===== config.mk =====
export PLATFORM = sky130hd
export DESIGN_NAME = jump_core_top
export DESIGN_NICKNAME = d
export VERILOG_FILES = /design/src/source/jump_pkg.sv /design/src/source/core_if.sv /design/src/source/jump_core_top.sv /design/src/source/ctrl_regs.sv /design/src/source/exec_stage.sv /design/src/source/reg_file.sv /design/src/source/jump_unit.sv /design/src/source/fetch_unit.sv
export SDC_FILE = /design/constraint.sdc
export NUM_CORES = 2
export LEC_CHECK = 0
export ABC_AREA = 1
export BUFFER_PORTS_ARGS = -buffer_cell sky130_fd_sc_hd__buf_2
export CAP_MARGIN = 10
export CELL_PAD_IN_SITES_DETAIL_PLACEMENT = 0
export CELL_PAD_IN_SITES_GLOBAL_PLACEMENT = 1
export CORE_MARGIN = 2
export CORE_UTILIZATION = 51
export DETAILED_ROUTE_END_ITERATION = 10
export MAX_ROUTING_LAYER = met4
export PLACE_DENSITY_LB_ADDON = 0.1
export SLEW_MARGIN = 20
export SYNTH_ARGS = -nofsm -noshare
export SYNTH_HDL_FRONTEND = slang
export SYNTH_HIERARCHICAL = 1
export SYNTH_SLANG_ARGS = --single-unit
export TNS_END_PERCENT = 100

===== constraint.sdc =====
create_clock -name i_clk -period 10.68 [get_ports i_clk]
set_input_delay 1.602 -clock i_clk [delete_from_list [all_inputs] [get_ports i_clk]]
set_output_delay 1.602 -clock i_clk [all_outputs]
set_load 0.05 [all_outputs]

===== src/source/jump_pkg.sv =====
package jump_pkg;

    // Data, PC and instruction words share one width
    typedef logic [31:0] word_t;

    typedef logic [4:0] reg_idx_t;

    typedef logic [5:0] opcode_t;

    typedef logic [5:0] funct_t;

    ////////////////////////////////////////////////////////////
    // Major opcodes
    ////////////////////////////////////////////////////////////

    // R-type group, decoded further by the function field
    localparam opcode_t OP_SPECIAL = 6'b000000;
    localparam opcode_t OP_J       = 6'b000010;
    localparam opcode_t OP_JAL     = 6'b000011;
    localparam opcode_t OP_ADDIU   = 6'b001001;

    ////////////////////////////////////////////////////////////
    // Function field of the R-type group
    ////////////////////////////////////////////////////////////

    localparam funct_t FN_JR   = 6'b001000;
    localparam funct_t FN_JALR = 6'b001001;
    localparam funct_t FN_ADDU = 6'b100001;

    // JAL always links here
    localparam reg_idx_t LINK_REG = 5'd31;

    // Occupancy of the retire register in execute
    typedef enum logic [1:0] {
        EX_IDLE,
        EX_BUSY,
        EX_HOLD
    } exec_state_t;

endpackage

===== src/source/core_if.sv =====
`timescale 1ns/1ps

// Instruction handshake from fetch, redirect path back from execute
interface fetch_if import jump_pkg::*; ();
    word_t pc;
    word_t instr;
    logic  valid;
    logic  ready;
    logic  redirect;
    word_t redirect_pc;

    modport src (
        output pc, instr, valid,
        input  ready, redirect, redirect_pc
    );

    modport dst (
        input  pc, instr, valid,
        output ready, redirect, redirect_pc
    );
endinterface

// Two read ports and one write port of the register file
interface rf_if import jump_pkg::*; ();
    reg_idx_t ra;
    reg_idx_t rb;
    logic     we;
    reg_idx_t waddr;
    word_t    wdata;
    word_t    rdata_a;
    word_t    rdata_b;

    modport ctl (
        output ra, rb, we, waddr, wdata,
        input  rdata_a, rdata_b
    );

    modport mem (
        input  ra, rb, we, waddr, wdata,
        output rdata_a, rdata_b
    );
endinterface


===== src/source/jump_core_top.sv =====
`timescale 1ns/1ps

module jump_core_top import jump_pkg::*; #(
    parameter int IMEM_AW = 10,
    parameter int CNT_W   = 16
) (
    input  logic               i_clk,
    input  logic               i_rst,
    output logic [IMEM_AW-1:0] o_imem_addr,
    input  word_t              i_imem_data,
    input  logic               i_cfg_we,
    input  logic [1:0]         i_cfg_addr,
    input  word_t              i_cfg_wdata,
    output word_t              o_cfg_rdata,
    output logic               o_ret_valid,
    input  logic               i_ret_ready,
    output word_t              o_ret_pc,
    output logic               o_ret_we,
    output reg_idx_t           o_ret_waddr,
    output word_t              o_ret_wdata,
    output logic               o_ret_jump
);

    fetch_if f_bus ();
    rf_if    rf_bus ();

    logic  run;
    logic  start;
    logic  jump_taken;
    word_t boot_addr;

    // Execute to jump unit
    word_t jmp_pc;
    word_t jmp_instr;
    word_t jmp_reg_a;
    word_t jmp_target;
    word_t jmp_link;
    logic  jmp_take;
    logic  jmp_do_link;
    logic  jmp_rd_sel;

    ////////////////////////////////////////////////////////////
    // Front end
    ////////////////////////////////////////////////////////////

    ctrl_regs #(.CNT_W(CNT_W)) u_ctrl (
        .i_clk        (i_clk),
        .i_rst        (i_rst),
        .i_cfg_we     (i_cfg_we),
        .i_cfg_addr   (i_cfg_addr),
        .i_cfg_wdata  (i_cfg_wdata),
        .o_cfg_rdata  (o_cfg_rdata),
        .i_jump_taken (jump_taken),
        .o_run        (run),
        .o_start      (start),
        .o_boot_addr  (boot_addr)
    );

    fetch_unit #(.IMEM_AW(IMEM_AW)) u_fetch (
        .i_clk       (i_clk),
        .i_rst       (i_rst),
        .i_run       (run),
        .i_start     (start),
        .i_boot_addr (boot_addr),
        .o_imem_addr (o_imem_addr),
        .i_imem_data (i_imem_data),
        .f           (f_bus.src)
    );

    ////////////////////////////////////////////////////////////
    // Execute, jump decision and registers
    ////////////////////////////////////////////////////////////

    exec_stage u_exec (
        .i_clk         (i_clk),
        .i_rst         (i_rst),
        .f             (f_bus.dst),
        .rf            (rf_bus.ctl),
        .o_jmp_pc      (jmp_pc),
        .o_jmp_instr   (jmp_instr),
        .o_jmp_reg_a   (jmp_reg_a),
        .i_jmp_target  (jmp_target),
        .i_jmp_link    (jmp_link),
        .i_jmp_take    (jmp_take),
        .i_jmp_do_link (jmp_do_link),
        .i_jmp_rd_sel  (jmp_rd_sel),
        .o_ret_valid   (o_ret_valid),
        .i_ret_ready   (i_ret_ready),
        .o_ret_pc      (o_ret_pc),
        .o_ret_we      (o_ret_we),
        .o_ret_waddr   (o_ret_waddr),
        .o_ret_wdata   (o_ret_wdata),
        .o_ret_jump    (o_ret_jump),
        .o_jump_taken  (jump_taken)
    );

    jump_unit u_jump (
        .i_pc      (jmp_pc),
        .i_instr   (jmp_instr),
        .i_reg_a   (jmp_reg_a),
        .o_target  (jmp_target),
        .o_link    (jmp_link),
        .o_take    (jmp_take),
        .o_do_link (jmp_do_link),
        .o_rd_sel  (jmp_rd_sel)
    );

    reg_file u_rf (
        .i_clk (i_clk),
        .i_rst (i_rst),
        .rf    (rf_bus.mem)
    );

endmodule


===== src/source/ctrl_regs.sv =====
`timescale 1ns/1ps

module ctrl_regs import jump_pkg::*; #(
    parameter int CNT_W = 16
) (
    input  logic       i_clk,
    input  logic       i_rst,
    input  logic       i_cfg_we,
    input  logic [1:0] i_cfg_addr,
    input  word_t      i_cfg_wdata,
    output word_t      o_cfg_rdata,
    input  logic       i_jump_taken,
    output logic       o_run,
    output logic       o_start,
    output word_t      o_boot_addr
);

    localparam logic [1:0] ADDR_RUN  = 2'd0;
    localparam logic [1:0] ADDR_BOOT = 2'd1;
    localparam logic [1:0] ADDR_CNT  = 2'd2;

    logic             run_q;
    logic             run_prev;
    word_t            boot_q;
    logic [CNT_W-1:0] cnt_q;

    always_ff @(posedge i_clk) begin
        if (i_rst) begin
            run_q    <= 1'b0;
            run_prev <= 1'b0;
            boot_q   <= '0;
        end else begin
            run_prev <= run_q;
            if (i_cfg_we && (i_cfg_addr == ADDR_RUN)) begin
                run_q <= i_cfg_wdata[0];
            end
            if (i_cfg_we && (i_cfg_addr == ADDR_BOOT)) begin
                boot_q <= i_cfg_wdata;
            end
        end
    end

    // Taken-jump count, sticks at all ones
    always_ff @(posedge i_clk) begin
        if (i_rst) begin
            cnt_q <= '0;
        end else if (i_jump_taken && (cnt_q != {CNT_W{1'b1}})) begin
            cnt_q <= cnt_q + 1'b1;
        end
    end

    always_comb begin
        case (i_cfg_addr)
            ADDR_RUN:  o_cfg_rdata = {31'b0, run_q};
            ADDR_BOOT: o_cfg_rdata = boot_q;
            ADDR_CNT:  o_cfg_rdata = word_t'(cnt_q);
            default:   o_cfg_rdata = '0;
        endcase
    end

    // One-cycle pulse on the rising edge of run
    assign o_start     = run_q && !run_prev;
    assign o_run       = run_q;
    assign o_boot_addr = boot_q;

endmodule


===== src/source/exec_stage.sv =====
`timescale 1ns/1ps

module exec_stage import jump_pkg::*; (
    input  logic     i_clk,
    input  logic     i_rst,
    fetch_if.dst     f,
    rf_if.ctl        rf,
    output word_t    o_jmp_pc,
    output word_t    o_jmp_instr,
    output word_t    o_jmp_reg_a,
    input  word_t    i_jmp_target,
    input  word_t    i_jmp_link,
    input  logic     i_jmp_take,
    input  logic     i_jmp_do_link,
    input  logic     i_jmp_rd_sel,
    output logic     o_ret_valid,
    input  logic     i_ret_ready,
    output word_t    o_ret_pc,
    output logic     o_ret_we,
    output reg_idx_t o_ret_waddr,
    output word_t    o_ret_wdata,
    output logic     o_ret_jump,
    output logic     o_jump_taken
);

    exec_state_t state_q;
    exec_state_t state_d;
    logic        redirect_q;
    word_t       redirect_pc_q;
    logic        accept;
    opcode_t     op;
    funct_t      fn;
    reg_idx_t    rs;
    reg_idx_t    rt;
    reg_idx_t    rd;
    word_t       imm_sext;
    logic        is_addu;
    logic        is_addiu;
    logic        wr_en;
    logic        wr_ok;
    reg_idx_t    waddr_c;
    word_t       wdata_c;

    assign op = f.instr[31:26];
    assign fn = f.instr[5:0];
    assign rs = f.instr[25:21];
    assign rt = f.instr[20:16];
    assign rd = f.instr[15:11];
    assign imm_sext = {{16{f.instr[15]}}, f.instr[15:0]};

    assign is_addu  = (op == OP_SPECIAL) && (fn == FN_ADDU);
    assign is_addiu = (op == OP_ADDIU);

    // No new word while a flush is pending or the retire slot is stuck
    assign f.ready = !redirect_q && ((state_q == EX_IDLE) || i_ret_ready);
    assign accept  = f.valid && f.ready;

    assign o_jmp_pc    = f.pc;
    assign o_jmp_instr = f.instr;
    assign o_jmp_reg_a = rf.rdata_a;

    ////////////////////////////////////////////////////////////
    // Writeback selection
    ////////////////////////////////////////////////////////////

    always_comb begin
        wr_en   = 1'b0;
        waddr_c = '0;
        wdata_c = '0;
        if (i_jmp_do_link) begin
            wr_en   = 1'b1;
            waddr_c = i_jmp_rd_sel ? LINK_REG : rd;
            wdata_c = i_jmp_link;
        end else if (is_addu) begin
            wr_en   = 1'b1;
            waddr_c = rd;
            wdata_c = rf.rdata_a + rf.rdata_b;
        end else if (is_addiu) begin
            wr_en   = 1'b1;
            waddr_c = rt;
            wdata_c = rf.rdata_a + imm_sext;
        end
    end

    // Writes to r0 are dropped
    assign wr_ok = wr_en && (waddr_c != '0);

    assign rf.ra    = rs;
    assign rf.rb    = rt;
    assign rf.we    = accept && wr_ok;
    assign rf.waddr = waddr_c;
    assign rf.wdata = wdata_c;

    assign f.redirect    = redirect_q;
    assign f.redirect_pc = redirect_pc_q;
    assign o_jump_taken  = accept && i_jmp_take;

    ////////////////////////////////////////////////////////////
    // Retire slot
    ////////////////////////////////////////////////////////////

    always_comb begin
        state_d = state_q;
        case (state_q)
            EX_IDLE: begin
                if (accept) begin
                    state_d = EX_BUSY;
                end
            end
            EX_BUSY, EX_HOLD: begin
                if (accept) begin
                    state_d = EX_BUSY;
                end else if (i_ret_ready) begin
                    state_d = EX_IDLE;
                end else begin
                    state_d = EX_HOLD;
                end
            end
            default: state_d = EX_IDLE;
        endcase
    end

    always_ff @(posedge i_clk) begin
        if (i_rst) begin
            state_q    <= EX_IDLE;
            redirect_q <= 1'b0;
        end else begin
            state_q    <= state_d;
            redirect_q <= accept && i_jmp_take;
        end
    end

    always_ff @(posedge i_clk) begin
        if (accept) begin
            redirect_pc_q <= i_jmp_target;
            o_ret_pc      <= f.pc;
            o_ret_we      <= wr_ok;
            o_ret_waddr   <= wr_ok ? waddr_c : '0;
            o_ret_wdata   <= wr_ok ? wdata_c : '0;
            o_ret_jump    <= i_jmp_take;
        end
    end

    assign o_ret_valid = (state_q != EX_IDLE);

    // Held record must not change under back-pressure
    property p_ret_stable;
        @(posedge i_clk) disable iff (i_rst)
        o_ret_valid && !i_ret_ready |=> o_ret_valid && $stable(o_ret_pc)
            && $stable(o_ret_we) && $stable(o_ret_waddr)
            && $stable(o_ret_wdata) && $stable(o_ret_jump);
    endproperty
    a_ret_stable: assert property (p_ret_stable);

endmodule


===== src/source/reg_file.sv =====
`timescale 1ns/1ps

module reg_file import jump_pkg::*; (
    input logic i_clk,
    input logic i_rst,
    rf_if.mem   rf
);

    word_t regs [32];

    ////////////////////////////////////////////////////////////
    // Write port
    ////////////////////////////////////////////////////////////

    always_ff @(posedge i_clk) begin
        if (i_rst) begin
            for (int i = 0; i < 32; i++) begin
                regs[i] <= '0;
            end
        end else if (rf.we) begin
            regs[rf.waddr] <= rf.wdata;
        end
    end

    // Read ports, r0 is hardwired to zero
    assign rf.rdata_a = (rf.ra == '0) ? '0 : regs[rf.ra];
    assign rf.rdata_b = (rf.rb == '0) ? '0 : regs[rf.rb];

    // Execute filters r0 writes before they get here
    property p_no_r0_write;
        @(posedge i_clk) disable iff (i_rst)
        rf.we |-> (rf.waddr != '0);
    endproperty
    a_no_r0_write: assert property (p_no_r0_write);

endmodule


===== src/source/jump_unit.sv =====
`timescale 1ns/1ps

module jump_unit import jump_pkg::*; (
    input  word_t i_pc,
    input  word_t i_instr,
    input  word_t i_reg_a,
    output word_t o_target,
    output word_t o_link,
    output logic  o_take,
    output logic  o_do_link,
    output logic  o_rd_sel
);

    opcode_t op;
    funct_t  fn;
    word_t   index_target;

    assign op = i_instr[31:26];
    assign fn = i_instr[5:0];

    // J and JAL are PC relative here, index scaled to bytes
    assign index_target = i_pc + word_t'({i_instr[25:0], 2'b00});

    // Byte addressed, next instruction is four bytes on
    assign o_link = i_pc + 32'd4;

    ////////////////////////////////////////////////////////////
    // Jump decision
    ////////////////////////////////////////////////////////////

    always_comb begin
        o_take    = 1'b0;
        o_do_link = 1'b0;
        o_rd_sel  = 1'b0;
        o_target  = index_target;
        case (op)
            OP_J: begin
                o_take = 1'b1;
            end
            OP_JAL: begin
                o_take    = 1'b1;
                o_do_link = 1'b1;
                // Link goes to r31, not rd
                o_rd_sel  = 1'b1;
            end
            OP_SPECIAL: begin
                if (fn == FN_JR) begin
                    o_target = i_reg_a;
                    o_take   = 1'b1;
                end else if (fn == FN_JALR) begin
                    o_target  = i_reg_a;
                    o_take    = 1'b1;
                    o_do_link = 1'b1;
                end
            end
            default: begin
                o_take = 1'b0;
            end
        endcase
    end

endmodule


===== src/source/fetch_unit.sv =====
`timescale 1ns/1ps

module fetch_unit import jump_pkg::*; #(
    parameter int IMEM_AW = 10
) (
    input  logic               i_clk,
    input  logic               i_rst,
    input  logic               i_run,
    input  logic               i_start,
    input  word_t              i_boot_addr,
    output logic [IMEM_AW-1:0] o_imem_addr,
    input  word_t              i_imem_data,
    fetch_if.src               f
);

    word_t pc_q;
    word_t buf_pc;
    word_t buf_instr;
    logic  buf_valid;
    logic  take;
    logic  fetch_en;

    assign take = buf_valid && f.ready;

    // Buffer has room when empty or drained this cycle
    assign fetch_en = i_run && !i_start && !f.redirect && (!buf_valid || take);

    // Word address into instruction memory
    assign o_imem_addr = pc_q[IMEM_AW+1:2];

    assign f.pc    = buf_pc;
    assign f.instr = buf_instr;
    assign f.valid = buf_valid;

    ////////////////////////////////////////////////////////////
    // PC and buffer occupancy
    ////////////////////////////////////////////////////////////

    always_ff @(posedge i_clk) begin
        if (i_rst) begin
            pc_q      <= '0;
            buf_valid <= 1'b0;
        end else if (f.redirect) begin
            // Wrong-path word in the buffer is dropped
            pc_q      <= f.redirect_pc;
            buf_valid <= 1'b0;
        end else if (i_start) begin
            pc_q      <= i_boot_addr;
            buf_valid <= 1'b0;
        end else if (fetch_en) begin
            pc_q      <= pc_q + 32'd4;
            buf_valid <= 1'b1;
        end else if (take) begin
            buf_valid <= 1'b0;
        end
    end

    always_ff @(posedge i_clk) begin
        if (fetch_en) begin
            buf_pc    <= pc_q;
            buf_instr <= i_imem_data;
        end
    end

    // Offered word is held until execute takes it, unless flushed
    property p_valid_hold;
        @(posedge i_clk) disable iff (i_rst)
        f.valid && !f.ready && !f.redirect && !i_start |=> f.valid && $stable(f.instr);
    endproperty
    a_valid_hold: assert property (p_valid_hold);

endmodule


Word-level counts from Yosys, hierarchy flattened
Memories as Yosys holds them, arrays and structs flattened. A register that Yosys moved wholly into a read port is not among the register bits.
Index checks and enable logic that the tools add are counted.

storage, ports and cells
  register bits after elaboration = 253
  RAM bits = 1,024
  bits of input ports = 70
  output and inout bits = 114
  logic and storage cells = 108
  memories kept = 1

memories
  memory     depth  bits a word  rd ports  clocked after memory_dff  write ports  RTL line       source
  u_rf.regs  32     32           2         2                         32           reg_file.sv:9  word_t regs [32];

operators by class
  add/sub/neg operators = 6
  equality and inequality tests = 12
  multiplexer cells = 41
  reduce and logical (&&, ||, !) cells = 32

operators with widths
  operator                                                                count
  32-bit two-way mux                                                      12
  32-bit one-hot mux with 3 select lines                                  1
  32-bit by 3-bit adder with 32-bit output (second input constant)        2
  32-bit adder                                                            2
  5-bit two-way mux                                                       7
  32-bit by 28-bit adder with 32-bit output                               1
  32-bit OR reduction                                                     1
  6-bit by 4-bit equality test with 1-bit output (second input constant)  3
  16-bit by 1-bit adder with 16-bit output (second input constant)        1
  16-bit != test (second input constant)                                  1
  1-bit two-way mux                                                       15
  1-bit logical AND                                                       13
  6-bit by 2-bit equality test with 1-bit output (second input constant)  2
  5-bit logical NOT                                                       2
  6-bit equality test (second input constant)                             1
  6-bit logical NOT                                                       1
  2-bit two-way mux                                                       3
  5-bit nonzero test                                                      1
  2-bit by 1-bit equality test with 1-bit output (second input constant)  2
  2-bit equality test (second input constant)                             2
  1-bit logical NOT                                                       4
  2-bit logical NOT                                                       2
  1-bit one-hot mux with 2 select lines                                   2
  2-bit one-hot mux with 2 select lines                                   1
  6 further kinds                                                         9

Depth between registers and ports, before layout
  depth after elaboration = 13
  depth in mapped cells = 32
  depth with buffers taken out = 26

Hierarchy
Netlist, hierarchy kept.

modules (own cells, without submodules)
  module      times used  cells an instance  area each (um^2)  sequential area each (um^2)
  reg_file    1           7,281              57,622.8          30,749.5
  exec_stage  1           1,503              9,954.5           3,153.0
  fetch_unit  1           554                4,735.8           2,582.5
  jump_unit   1           693                3,300.7           0.0
  ctrl_regs   1           357                2,439.8           1,001.0

Worst setup path after synthesis
Ideal clock, no wire load.

  kind = input-to-reg
  start = in i_ret_ready
  end = mem u_rf/regs[17][0] (netlist bit) (enable)
  library setup time = 0.389 ns
  arrival = 5.690 ns
  data required time = 10.291 ns
  path slack = 4.601 ns
  stages = 11
  buffers on the path = 1
  path through = nor2_1 -> nor2_1 -> nand2_1 -> inv_1 -> nand2_1 -> inv_1 -> nand2_1 -> nor3_4 -> nand2_1 -> buf_6 -> nand2_1

RTL lines
  element             RTL line             source
  start: declaration  jump_core_top.sv:16  input logic i_ret_ready,
  end: declaration    reg_file.sv:9

==> metrics.yaml <==
run_status: "complete, no violations"
pre_cts_ws_ns: 3.66
io_buffers: 183
syn_area_per_cell_sq_um: 7.51
cap_violations: 0
min_period_ns: 7.37
fin_crit_sh_pct: 69.0
place_area_sq_um: 78200
grt_pass1_vias: 67100
synth_top_area_cell: "edfxtp_1"
switching_share_pct: 28.1
cp_data_arrival_time_ns: 7.91
firstDrtPassIters: 7
dp_hpwl_microns: 222000
finClkSkew_ns: 0.0594
syn_inst: 10400
path_max_fanout: 112
whs_ns: 0.437
worstMarginPinSlew_ns: 1.25
cts_hold_buf: 0
instances_no_fill: 12200
p_int_mw: 8.67
drc: 0
path_clk_slew_ns: 0.06
totalWireLength_microns: 345000
worst_slack_ns: 3.31
register_area_sq_um: 37500
num_vias: 73900
powerDensity_nw_per_um2: 145
antenna_left: 0
start_util_pct: 51.4
setup_viol: 0
io_pins: 184
ys_seq_area_share_pct: 48.0
area_growth_pct: 6.26
r2r_end: "u_rf/regs[4][26]"
switching_power_mw: 3.39
die_w_microns: 395
ctsResizeCount: 0
layout-drive-gt1-share_pct: 6.87
crit_path_start: "u_fetch/f.instr[16]"
max_clock_freq_mhz: 136
worst-r2r-setup-slack_ns: 3.31
cp_data_required_time_ns: 11.21
stdcell_area_sq_um: 82900
clockBufferDepth: 3
p_total_mw: 12.1
worstHoldStart: "u_fetch/pc_q[1]"
vdd.ir_drop.worst_mv: 0.133
power_leakage_nw: 34.0
cpPeakStageDelay_ns: 0.93
wl_per_cell_microns: 28.2
final_common_cell: "nand2_1"
slowest_stage: "edfxtp_1"
hold_violations: 0
antenna_found_initial: 26
hold_class: "flip-flop to flip-flop"
relSlewSlack_pct: 16.4
multiInputGateArea_sq_um: 33400
nFillCells: 14300
synth_nets: 10600
cts-root-buf: "clkbuf_16"
nNetsFinal: 10200
timing.rr.start: "u_fetch/f.instr[16]"
cts.sinks: 1277
worst_path_most_repeated_cell: "nand2_1"
utilization_pct: 54.6
rsz0062_at_grt: "no"
synthTopCellsByArea: "edfxtp_1 46%, nand2_1 15%, nor2_1 10%, nand3_1 7.7%, inv_1 3.0%"
rr_worst_depth: 25
synth_cell_types: 56
dieArea_sq_um: 156000
drtIter0Drc: 11500
worstSetupEndpointType: "flip-flop"
pwr-share-clk_pct: 40.8
clk_latency_ns: 0.83
overflow: 0
startpoint_type: "flip-flop"
min_to: "u_fetch/f.pc[1]"
finalMaxSlewViolations: 0
synth_top_area_share_pct: 45.8
crit_type: "flip-flop to flip-flop"
cts_max_level: 4
tns_ns: 0
seq_power_share_pct: 47.4
place.gp.congestion: 1.04
grt_pass1_wl_microns: 483000
rows: 143
layout_common_cells: "3058 x nand2_1, 2139 x nor2_1, 1206 x nand3_1, 1191 x edfxtp_1, 617 x inv_1"
core_area_sq_um: 152000
synth_warnings: 6
p_comb_share_pct: 11.8
die_h_microns: 395
ys_ff_latch: 1277
grt_max_degree: 141
hold_depth: 0
grt_usage_pct: 44.2
cts_setup_buffers: 0
cts_tree: "yes"
syn_area_sq_um: 78100
cts_buffers: 145
via_per_inst: 6.04
dp.cells: 12000
-- flip-flops by register name (all words and copies together), names as in the netlist, 2 cells and up --
name	flops
u_ctrl/cnt_q	16
u_ctrl/o_boot_addr	32
u_exec/f.redirect_pc	32
u_exec/o_ret_pc	32
u_exec/o_ret_waddr	5
u_exec/o_ret_wdata	32
u_exec/state_q	2
u_fetch/f.instr	32
u_fetch/f.pc	32
u_fetch/pc_q	32
u_rf/regs	1024
-- power groups by stage --
stage / combinational [mW] / clock, mW / sequential (mW)
6_report: 1.42 / 4.93 / 5.72
5_1_grt: 1.51 / 5.15 / 5.73
4_1_cts: 1.36 / 4.96 / 5.71
3_5_place_dp: 1.36 / 0 / 5.82
3_3_place_gp: 1.36 / 0 / 5.81
2_1_floorplan: 0.853 / 0 / 5.79
-- worst max-delay path: cells and delay by family, from the launching register on --
family / cells / cell delay, ns
flops: 1 / 0.93
fa+ha+maj: 1 / 0.43
simple gates: 15 / 2.79
buf+inv: 7 / 2.52
compound gates: 2 / 0.25
-- worst max-delay path by stage --
stage                              to  slack, ns
finish               u_rf/regs[4][26]       3.31
global route        u_rf/regs[21][18]       3.23
CTS                 u_rf/regs[21][18]       3.60
detailed placement   u_rf/regs[21][0]       3.66
global placement      u_rf/regs[6][8]       3.51
floorplan            u_rf/regs[17][0]       4.60
-- area by class of cell --
class / count / share of cell area, %
sequential: 1277 / 45.2
multi-input combinational: 7657 / 40.3
clock buffer: 173 / 4.55
tap: 2030 / 3.06
inverter: 645 / 2.98
timing repair buffer: 342 / 2.81
clock inverter: 82 / 0.996
antenna: 27 / 0.0815
-- routing by layer --
metal	GRT usage [%]	wire, microns
met3	13.9	46400
met2	61.5	145000
met5	-	0
met4	27.5	24600
met1	55.8	128000
-- cell usage after synthesis, drive strengths merged --
cell type and instances:
ha 93, and3 4, o21ai 524, and3b 1, o22ai 8, o2bb2ai 2
xor2 28, buf 548, a31oi 6, dfxtp 86, a22oi 1, nor2 2174
a211o 1, clkbuf 261, o211ai 27, and2 11, o21bai 11, a211oi 4
clkinv 5, nand3b 17, nand4 27, edfxtp 1191, or2 28, xnor2 21
nor4 2, o32ai 1, nand2 3105, fa 3, a21o 2, nand3 1210
o21a 3, inv 640, a21oi 305, nor3 38
-- cells by family (layout without fill, tap and decap cells) --
| group | count (synthesis) | in the layout | synth area share, % |
|---|---|---|---|
| flops | 1277 | 1277 | 48.0 |
| fa+ha+maj | 96 | 96 | 1.57 |
| other cells | 0 | 27 | 0 |
| buf+inv | 1454 | 1242 | 9.30 |
| xor+xnor | 49 | 49 | 0.550 |
| compound gates | 895 | 895 | 5.98 |
| simple gates | 6617 | 6617 | 34.6 |
(Power assumes the default switching activity.)
